==> config.mk <==
export PLATFORM = sky130hd
export DESIGN_NAME = firDecimator
export DESIGN_NICKNAME = d
export VERILOG_FILES = /design/src/design/firPkg.sv /design/src/design/adderTree.sv /design/src/design/bitCollector.sv /design/src/design/firDecimator.sv /design/src/design/lutBank.sv /design/src/design/outputFormatter.sv
export VERILOG_INCLUDE_DIRS = /design/src /design/src/design
export SDC_FILE = /design/constraint.sdc
export NUM_CORES = 1
export LEC_CHECK = 0
export BUFFER_PORTS_ARGS = -buffer_cell sky130_fd_sc_hd__buf_4
export CAP_MARGIN = 15
export CELL_PAD_IN_SITES_DETAIL_PLACEMENT = 1
export CELL_PAD_IN_SITES_GLOBAL_PLACEMENT = 2
export CORE_MARGIN = 3
export CORE_UTILIZATION = 30
export CTS_CLUSTER_SIZE = 12
export DETAILED_ROUTE_END_ITERATION = 12
export GPL_TIMING_DRIVEN = 0
export PLACE_DENSITY_LB_ADDON = 0.1
export REMOVE_ABC_BUFFERS = 1
export SETUP_SLACK_MARGIN = 0.5
export SKIP_CTS_REPAIR_TIMING = 1
export SYNTH_ARGS = -nofsm -noshare
export SYNTH_HDL_FRONTEND = slang
export SYNTH_SLANG_ARGS = --single-unit
==> constraint.sdc <==
create_clock -name clkDS -period 5 [get_ports clkDS]
set_clock_uncertainty 0.1 [all_clocks]
set_input_delay 0.25 -clock clkDS [delete_from_list [all_inputs] [get_ports clkDS]]
set_output_delay 0.25 -clock clkDS [all_outputs]
set_load 0.01 [all_outputs]
==> src/design/firDecimator_config.svh <==
`ifndef FIRDECIMATOR_CONFIG_SVH
`define FIRDECIMATOR_CONFIG_SVH

// Filter length, also the number of history bits
`define TAPS 16

// New input bits per output sample
`define OSR 4

// Window bits per lookup group
`define LUT_SIZE 4

`define COEF_WIDTH 8
`define SUM_WIDTH 12
`define OUT_WIDTH 8

// Arithmetic right shift before saturation
`define OUT_SHIFT 2

`endif

==> src/design/firPkg.sv <==
`default_nettype none

`include "firDecimator_config.svh"

package firPkg;

    typedef logic signed [`COEF_WIDTH-1:0] coefT;
    typedef logic signed [`SUM_WIDTH-1:0] sumT;

    // Bit 0 holds the newest bit
    typedef logic [`TAPS-1:0] windowT;

    // Offset-binary result
    typedef logic [`OUT_WIDTH-1:0] outT;

    localparam int NUM_GROUPS = `TAPS / `LUT_SIZE;

    // Symmetric lowpass, coefficients sum to 544
    localparam coefT coefTable [`TAPS] = '{
        3, 7, 14, 25, 38, 52, 63, 70,
        70, 63, 52, 38, 25, 14, 7, 3
    };

endpackage

`default_nettype wire

==> src/design/adderTree.sv <==
`timescale 1ns/1ns
`default_nettype none

module adderTree
    import firPkg::*;
(
    input  logic clkDS,
    input  logic rst,
    input  logic partValid,
    output logic partReady,
    input  sumT  partSums [NUM_GROUPS],
    output logic sumValid,
    input  logic sumReady,
    output sumT  total
);

    localparam int LAYERS = $clog2(NUM_GROUPS);

    // Heap order: node 1 is the root, node i has children 2i and 2i+1.
    // Children at NUM_GROUPS and above are the incoming partial sums.
    sumT node [1:NUM_GROUPS-1];
    sumT nodeNext [1:NUM_GROUPS-1];

    // Index 0 is the root layer, LAYERS-1 the layer next to the LUTs
    logic [LAYERS-1:0] levelValid;
    logic advance;

    for (genvar i = 1; i < NUM_GROUPS; i++) begin : genNode
        sumT leftIn;
        sumT rightIn;

        if (2 * i >= NUM_GROUPS) begin : genLeaf
            assign leftIn = partSums[2*i - NUM_GROUPS];
            assign rightIn = partSums[2*i + 1 - NUM_GROUPS];
        end else begin : genInner
            assign leftIn = node[2*i];
            assign rightIn = node[2*i + 1];
        end

        assign nodeNext[i] = leftIn + rightIn;
    end

    // Whole tree moves together, bubbles included
    assign advance = !levelValid[0] || sumReady;
    assign partReady = advance;

    always_ff @(posedge clkDS) begin
        if (!rst) begin
            levelValid <= '0;
        end else if (advance) begin
            levelValid[LAYERS-1] <= partValid;
            for (int d = 0; d < LAYERS - 1; d++) begin
                levelValid[d] <= levelValid[d+1];
            end
        end
    end

    always_ff @(posedge clkDS) begin
        if (advance) begin
            for (int i = 1; i < NUM_GROUPS; i++) begin
                node[i] <= nodeNext[i];
            end
        end
    end

    assign sumValid = levelValid[0];
    assign total = node[1];

endmodule

`default_nettype wire

==> src/design/bitCollector.sv <==
`timescale 1ns/1ns
`default_nettype none

`include "firDecimator_config.svh"

module bitCollector
    import firPkg::*;
(
    input  logic   clkDS,
    input  logic   rst,
    input  logic   bitReq,
    input  logic   bitData,
    output logic   bitAck,
    output logic   winValid,
    input  logic   winReady,
    output windowT window
);

    localparam int FILL_W = $clog2(`TAPS + 1);
    localparam int PHASE_W = (`OSR > 1) ? $clog2(`OSR) : 1;

    logic [FILL_W-1:0] fillCount;
    logic [PHASE_W-1:0] phase;
    logic filled;
    logic take;
    logic emit;

    assign filled = (fillCount == FILL_W'(`TAPS));

    // New request, and no window left waiting downstream
    assign take = bitReq && !bitAck && !winValid;

    // First window on the TAPS-th bit, then one every OSR bits
    assign emit = filled ? (phase == PHASE_W'(`OSR - 1))
                         : (fillCount == FILL_W'(`TAPS - 1));

    always_ff @(posedge clkDS) begin
        if (!rst) begin
            bitAck <= 1'b0;
            fillCount <= '0;
            phase <= '0;
            winValid <= 1'b0;
        end else begin
            if (take) begin
                bitAck <= 1'b1;
            end else if (bitAck && !bitReq) begin
                bitAck <= 1'b0;
            end

            if (take && !filled) begin
                fillCount <= fillCount + 1'b1;
            end

            if (take && filled) begin
                phase <= emit ? '0 : phase + 1'b1;
            end

            if (take && emit) begin
                winValid <= 1'b1;
            end else if (winReady) begin
                winValid <= 1'b0;
            end
        end
    end

    // History shift register
    always_ff @(posedge clkDS) begin
        if (take) begin
            window <= {window[`TAPS-2:0], bitData};
        end
    end

endmodule

`default_nettype wire

==> src/design/firDecimator.sv <==
`timescale 1ns/1ns
`default_nettype none

module firDecimator
    import firPkg::*;
(
    input  logic clkDS,
    input  logic rst,
    input  logic bitReq,
    input  logic bitData,
    output logic bitAck,
    output logic outReq,
    input  logic outAck,
    output outT  outData
);

    logic winValid;
    logic winReady;
    windowT window;

    logic partValid;
    logic partReady;
    sumT partSums [NUM_GROUPS];

    logic sumValid;
    logic sumReady;
    sumT total;

    bitCollector collectorInst (
        .clkDS    (clkDS),
        .rst      (rst),
        .bitReq   (bitReq),
        .bitData  (bitData),
        .bitAck   (bitAck),
        .winValid (winValid),
        .winReady (winReady),
        .window   (window)
    );

    lutBank lutInst (
        .clkDS     (clkDS),
        .rst       (rst),
        .winValid  (winValid),
        .winReady  (winReady),
        .window    (window),
        .partValid (partValid),
        .partReady (partReady),
        .partSums  (partSums)
    );

    adderTree treeInst (
        .clkDS     (clkDS),
        .rst       (rst),
        .partValid (partValid),
        .partReady (partReady),
        .partSums  (partSums),
        .sumValid  (sumValid),
        .sumReady  (sumReady),
        .total     (total)
    );

    outputFormatter formatterInst (
        .clkDS    (clkDS),
        .rst      (rst),
        .sumValid (sumValid),
        .sumReady (sumReady),
        .total    (total),
        .outReq   (outReq),
        .outAck   (outAck),
        .outData  (outData)
    );

endmodule

`default_nettype wire

==> src/design/lutBank.sv <==
`timescale 1ns/1ns
`default_nettype none

`include "firDecimator_config.svh"

module lutBank
    import firPkg::*;
(
    input  logic   clkDS,
    input  logic   rst,
    input  logic   winValid,
    output logic   winReady,
    input  windowT window,
    output logic   partValid,
    input  logic   partReady,
    output sumT    partSums [NUM_GROUPS]
);

    // Signed sum of +/- coefficients for one bit pattern of a group
    function automatic sumT groupEntry(int group, int pattern);
        sumT acc;
        coefT coef;
        acc = '0;
        for (int b = 0; b < `LUT_SIZE; b++) begin
            coef = coefTable[group * `LUT_SIZE + b];
            if (pattern[b]) begin
                acc = acc + sumT'(coef);
            end else begin
                acc = acc - sumT'(coef);
            end
        end
        return acc;
    endfunction

    sumT lookup [NUM_GROUPS];

    for (genvar g = 0; g < NUM_GROUPS; g++) begin : genGroup
        sumT lutTable [2**`LUT_SIZE];

        // Constant table, folded to ROM
        for (genvar p = 0; p < 2**`LUT_SIZE; p++) begin : genEntry
            assign lutTable[p] = groupEntry(g, p);
        end

        assign lookup[g] = lutTable[window[g*`LUT_SIZE +: `LUT_SIZE]];
    end

    // Output register is free or being drained
    assign winReady = !partValid || partReady;

    always_ff @(posedge clkDS) begin
        if (!rst) begin
            partValid <= 1'b0;
        end else if (winReady) begin
            partValid <= winValid;
        end
    end

    always_ff @(posedge clkDS) begin
        if (winValid && winReady) begin
            partSums <= lookup;
        end
    end

endmodule

`default_nettype wire

==> src/design/outputFormatter.sv <==
`timescale 1ns/1ns
`default_nettype none

`include "firDecimator_config.svh"

module outputFormatter
    import firPkg::*;
(
    input  logic clkDS,
    input  logic rst,
    input  logic sumValid,
    output logic sumReady,
    input  sumT  total,
    output logic outReq,
    input  logic outAck,
    output outT  outData
);

    typedef enum logic [1:0] {
        IDLE,
        REQUEST,
        RELEASE
    } stateT;

    localparam sumT SAT_MAX = sumT'((1 <<< (`OUT_WIDTH - 1)) - 1);
    localparam sumT SAT_MIN = sumT'(-(1 <<< (`OUT_WIDTH - 1)));

    stateT state;
    sumT shifted;
    logic signed [`OUT_WIDTH-1:0] clipped;
    outT formatted;

    always_comb begin
        shifted = total >>> `OUT_SHIFT;
        if (shifted > SAT_MAX) begin
            clipped = SAT_MAX[`OUT_WIDTH-1:0];
        end else if (shifted < SAT_MIN) begin
            clipped = SAT_MIN[`OUT_WIDTH-1:0];
        end else begin
            clipped = shifted[`OUT_WIDTH-1:0];
        end
        // Two's complement to offset binary
        formatted = {~clipped[`OUT_WIDTH-1], clipped[`OUT_WIDTH-2:0]};
    end

    assign sumReady = (state == IDLE);
    assign outReq = (state == REQUEST);

    always_ff @(posedge clkDS) begin
        if (!rst) begin
            state <= IDLE;
        end else begin
            case (state)
                IDLE:    if (sumValid) state <= REQUEST;
                REQUEST: if (outAck) state <= RELEASE;
                RELEASE: if (!outAck) state <= IDLE;
                default: state <= IDLE;
            endcase
        end
    end

    // Only loaded while idle, so stable during the request
    always_ff @(posedge clkDS) begin
        if (sumValid && sumReady) begin
            outData <= formatted;
        end
    end

endmodule

`default_nettype wire

==> impl_results.md <==
- Status: complete, no violations
- I/O Pins: 15
- Crit-path max cell delay: 0.40 ns
- Worst slew pin tran: between 0.6 and 0.7 ns
- Core Area: 16800 µm²
- Endpoints failing setup: 0
- Die area: around 19000 µm²
- Slew Limit Fails: 0
- Via density: 4.55
- Via count: 3148
- Synthesized area: 5190 µm²
- R2R Path End: treeInst.node[0][35]
- CP arrival: between 2 and 2.5 ns
- Largest net degree at the start of global routing: 34
- Hold path startpoint: bitReq
- Clk pwr share: between 40% and 50%
- CTS tree: built
- Layout cells sized above 1: between 8 and 9%
- # Max-Cap Violations: 0
- N_diodes: 0
- Clock Tree Buf Depth: 2
- Slowest cell on crit path: fa_1
- Post-route setup TNS: 0 ns
- Max Fclk: ~460 MHz
- CP Cell Sequence: inv_1 -> ha_1 -> fa_1 -> nor2b_1 -> o21a_1 -> or2_1 -> a31oi_1 -> o21a_1
- TritonRoute pass-1 iters: 4
- Worst hold slack: 0.0530 ns
- FF+latch count, synth: 98
- Post-DP HPWL: a little under 7000 µm
- Worst Hold Endpoint: collectorInst.bitAck
- Reg-to-Reg Start: lutInst.partSums[25]
- Flop-to-flop setup slack: 2.85 ns
- Layout net count: around 530
- Worst VDD drop: between 0.00015 and 0.0002 V
- Global-route wire length before repair: roughly 16000 µm
- Gate power share: 4.4%
- Reg power frac: between 50% and 60%
- Max-slew headroom: 55.0%
- Mapped Cells: between 400 and 500
- Placed cell count: 675
- IO Port Bufs: 14
- Pint: about 1.3 mW
- Non-Filler Instances: 692
- CP bufs+invs: 1
- Post-synthesis sequential area ratio: a little over half
- Remaining DRCs: 0
- RD Place Congestion: about 0.74
- H-tree depth: 3
- RSZ-0062 raised after global routing: no
- Tmin final: between 2 and 2.5 ns
- Root buffer cell: clkbuf_16
- CP startpoint kind: flip-flop
- Req. time, crit path: around 5 ns
- Die Y: around 140 µm
- GR Util All Layers: between 10% and 20%
- Vias in the first global route: 3161
- R2r worst-path depth: 8
- Clock latency on the worst-skew pair: roughly 0.35 ns
- Most frequent CP cell: o21a_1
- Syn_area_per_cell: 11.6 µm²
- Final Hold Fails: 0
- Largest delay share family, worst path: adder cells
- DR WL/cell: between 10 and 15 µm
- Worst hold path type: input pin to flip-flop
- Fin crit share: 43.1%
- PwrDens: 285 nW/µm²
- Cell variety after synth: 52
- Clk sink count: around 100
- Layout area overhead: 13.8%
- Asr flop ratio synth: 0%
- Clock transition at path regs: 0.07 ns
- Switching share of power: between 20% and 30%
- Drt total wl: just over 9000 µm
- Worst Hold Depth: 3
- Initial antenna violation count: 0
- Routed Antenna Nets: 0
- Die W: roughly 140 µm
- Dominant synthesized flop cell: edfxtp_1
- Synth warn: 0
- Crit Path Max Fanout: 2
- Dpl ws: 2.84 ns
- Iter 0 DRT Violations: 96
- Total CTS buffers: 9
- Final WS setup: roughly 2.8 ns
- Number of cell rows: 47
- Sw Pwr: 362 µW
- CP Class: flip-flop to flip-flop
- Initial Utilization: a little under a third
- Post-synth EDFFs: between 80 and 90
- Grt ovf: 0
- Post-layout util: a little over a third
- LEAKAGE: 2.31 nW
- CP endpoint kind: flip-flop
-- final cells by class --
cell class / instances / area, µm²
clock inverter: 6 / 66.3
fill: 1835 / 10800
sequential: 98 / 2800
inverter: 37 / 139
multi-input combinational: 303 / 2230
clock buffer: 10 / 229
tap: 220 / 275
timing repair buffer: 18 / 168
-- worst register-to-register path: cells and delay by family (launching register included) --
kind / cells / cell delay (ns)
AO/OA/AOI/OAI: 3 / 0.49
adder cells (fa/ha/maj): 2 / 0.62
buffers and inverters: 1 / 0.05
flip-flops: 1 / 0.37
AND/OR/NAND/NOR: 2 / 0.27
-- flip-flops by register name, summed over array words and instances (netlist names) --
name and flops:
collectorInst.fillCount 5, collectorInst.window 16, treeInst.levelValid 2, formatterInst.state 2
treeInst.node 32, collectorInst.bitAck 1, formatterInst.outData 8, lutInst.partSums 28
collectorInst.winValid 1, collectorInst.phase 2, lutInst.partValid 1
-- per-stage QoR --
step / power (mW) / instance area, µm²
5_1_grt: 1.76 / 5910
6_report: 1.68 / 5910
3_3_place_gp: 1.00 / 5540
4_1_cts: 1.72 / 5900
2_1_floorplan: 0.981 / 5150
3_5_place_dp: 1.01 / 5610
-- cell usage in the layout, fill, tap and decap left out, types with 2 or more instances in the layout --
cell,Yosys,routed
xor2_1,13,13
a21boi_1,3,2
o21ai_1,18,18
fa_1,3,3
a21oi_1,21,21
nand3_1,5,5
inv_1,35,35
mux2i_1,3,3
ha_1,51,51
a21o_1,2,2
nand2_1,29,29
o21a_1,11,11
nor3_1,6,6
and2_1,5,5
a31oi_1,7,7
o211ai_1,2,2
edfxtp_1,84,84
a211oi_1,2,2
xnor2_1,22,22
buf_4,0,14
nor2_1,45,45
clkbuf_16,0,9
and3_1,2,2
dfxtp_1,14,14
nor3b_1,2,2
o31ai_1,3,3
o21ai_0,9,9
nand2b_1,4,4
clkinvlp_4,0,3
inv_2,2,2
nor2b_1,12,12
mux2_1,2,2
-- power by group through the flow --
stage               logic (mW)  registers (mW)  clock network (mW)
floorplan               0.0528           0.928                   0
global placement        0.0700           0.933                   0
detailed placement      0.0759           0.933                   0
CTS                     0.0762           0.915               0.728
global route            0.0867           0.918               0.758
finish                  0.0743           0.915               0.694
-- synthesized netlist by cell type, types with 3 or more instances --
| cell | n | share of area, % |
|---|---|---|
| xor2_1 | 13 | 2.2 |
| edfxtp_1 | 84 | 49 |
| o21ai_0 | 9 | 0.87 |
| and2_1 | 5 | 0.60 |
| a21oi_1 | 21 | 2.0 |
| inv_1 | 35 | 2.5 |
| o31ai_1 | 3 | 0.43 |
| a21boi_1 | 3 | 0.43 |
| fa_1 | 3 | 1.2 |
| nand3_1 | 5 | 0.48 |
| nor3_1 | 6 | 0.58 |
| xnor2_1 | 22 | 3.7 |
| o21ai_1 | 18 | 1.7 |
| clkbuf_1 | 9 | 0.65 |
| nor2b_1 | 12 | 1.4 |
| mux2i_1 | 3 | 0.58 |
| dfxtp_1 | 14 | 5.4 |
| a31oi_1 | 7 | 0.84 |
| nand2b_1 | 4 | 0.48 |
| nand2_1 | 29 | 2.1 |
| ha_1 | 51 | 12 |
| o21a_1 | 11 | 1.6 |
| nor2_1 | 45 | 3.3 |
-- cells by family (layout without fill, tap and decap cells) --
kind of cell    Yosys count  count (layout)  share of synthesized area (%)
buf+inv                  47              71                           3.40
simple gates            120             120                           11.1
fa+ha+maj                54              54                           13.4
flops                    98              98                           54.0
xor+xnor                 35              35                           5.90
mux                       6               6                           1.45
compound gates           88              88                           10.7
-- worst max-delay path by stage --
| stage | start | endpoint | slack (ns) | cells past startpoint |
|---|---|---|---|---|
| CTS | lutInst.partSums[25] | treeInst.node[0][35] | 2.82 | 8 |
| detailed placement | lutInst.partSums[25] | treeInst.node[0][35] | 2.84 | 8 |
| floorplan | formatterInst.state[1] | lutInst.partSums[10] | 2.50 | 2 |
| finish | lutInst.partSums[25] | treeInst.node[0][35] | 2.85 | 8 |
| global placement | formatterInst.state[1] | lutInst.partSums[3] | 1.83 | 2 |
| global route | lutInst.partSums[25] | treeInst.node[0][35] | 2.72 | 8 |
-- metal layers --
layer / GRT usage (%) / wire length [µm] / vias up
met2: 17.4 / 4450 / 22
li1: - / - / 1623
met4: 3.82 / 131 / 0
met3: 2.85 / 224 / 11
met5: 0 / 0 / -
met1: 13.2 / 4310 / 1492
No activity file was read; power rests on OpenSTA's default activity.
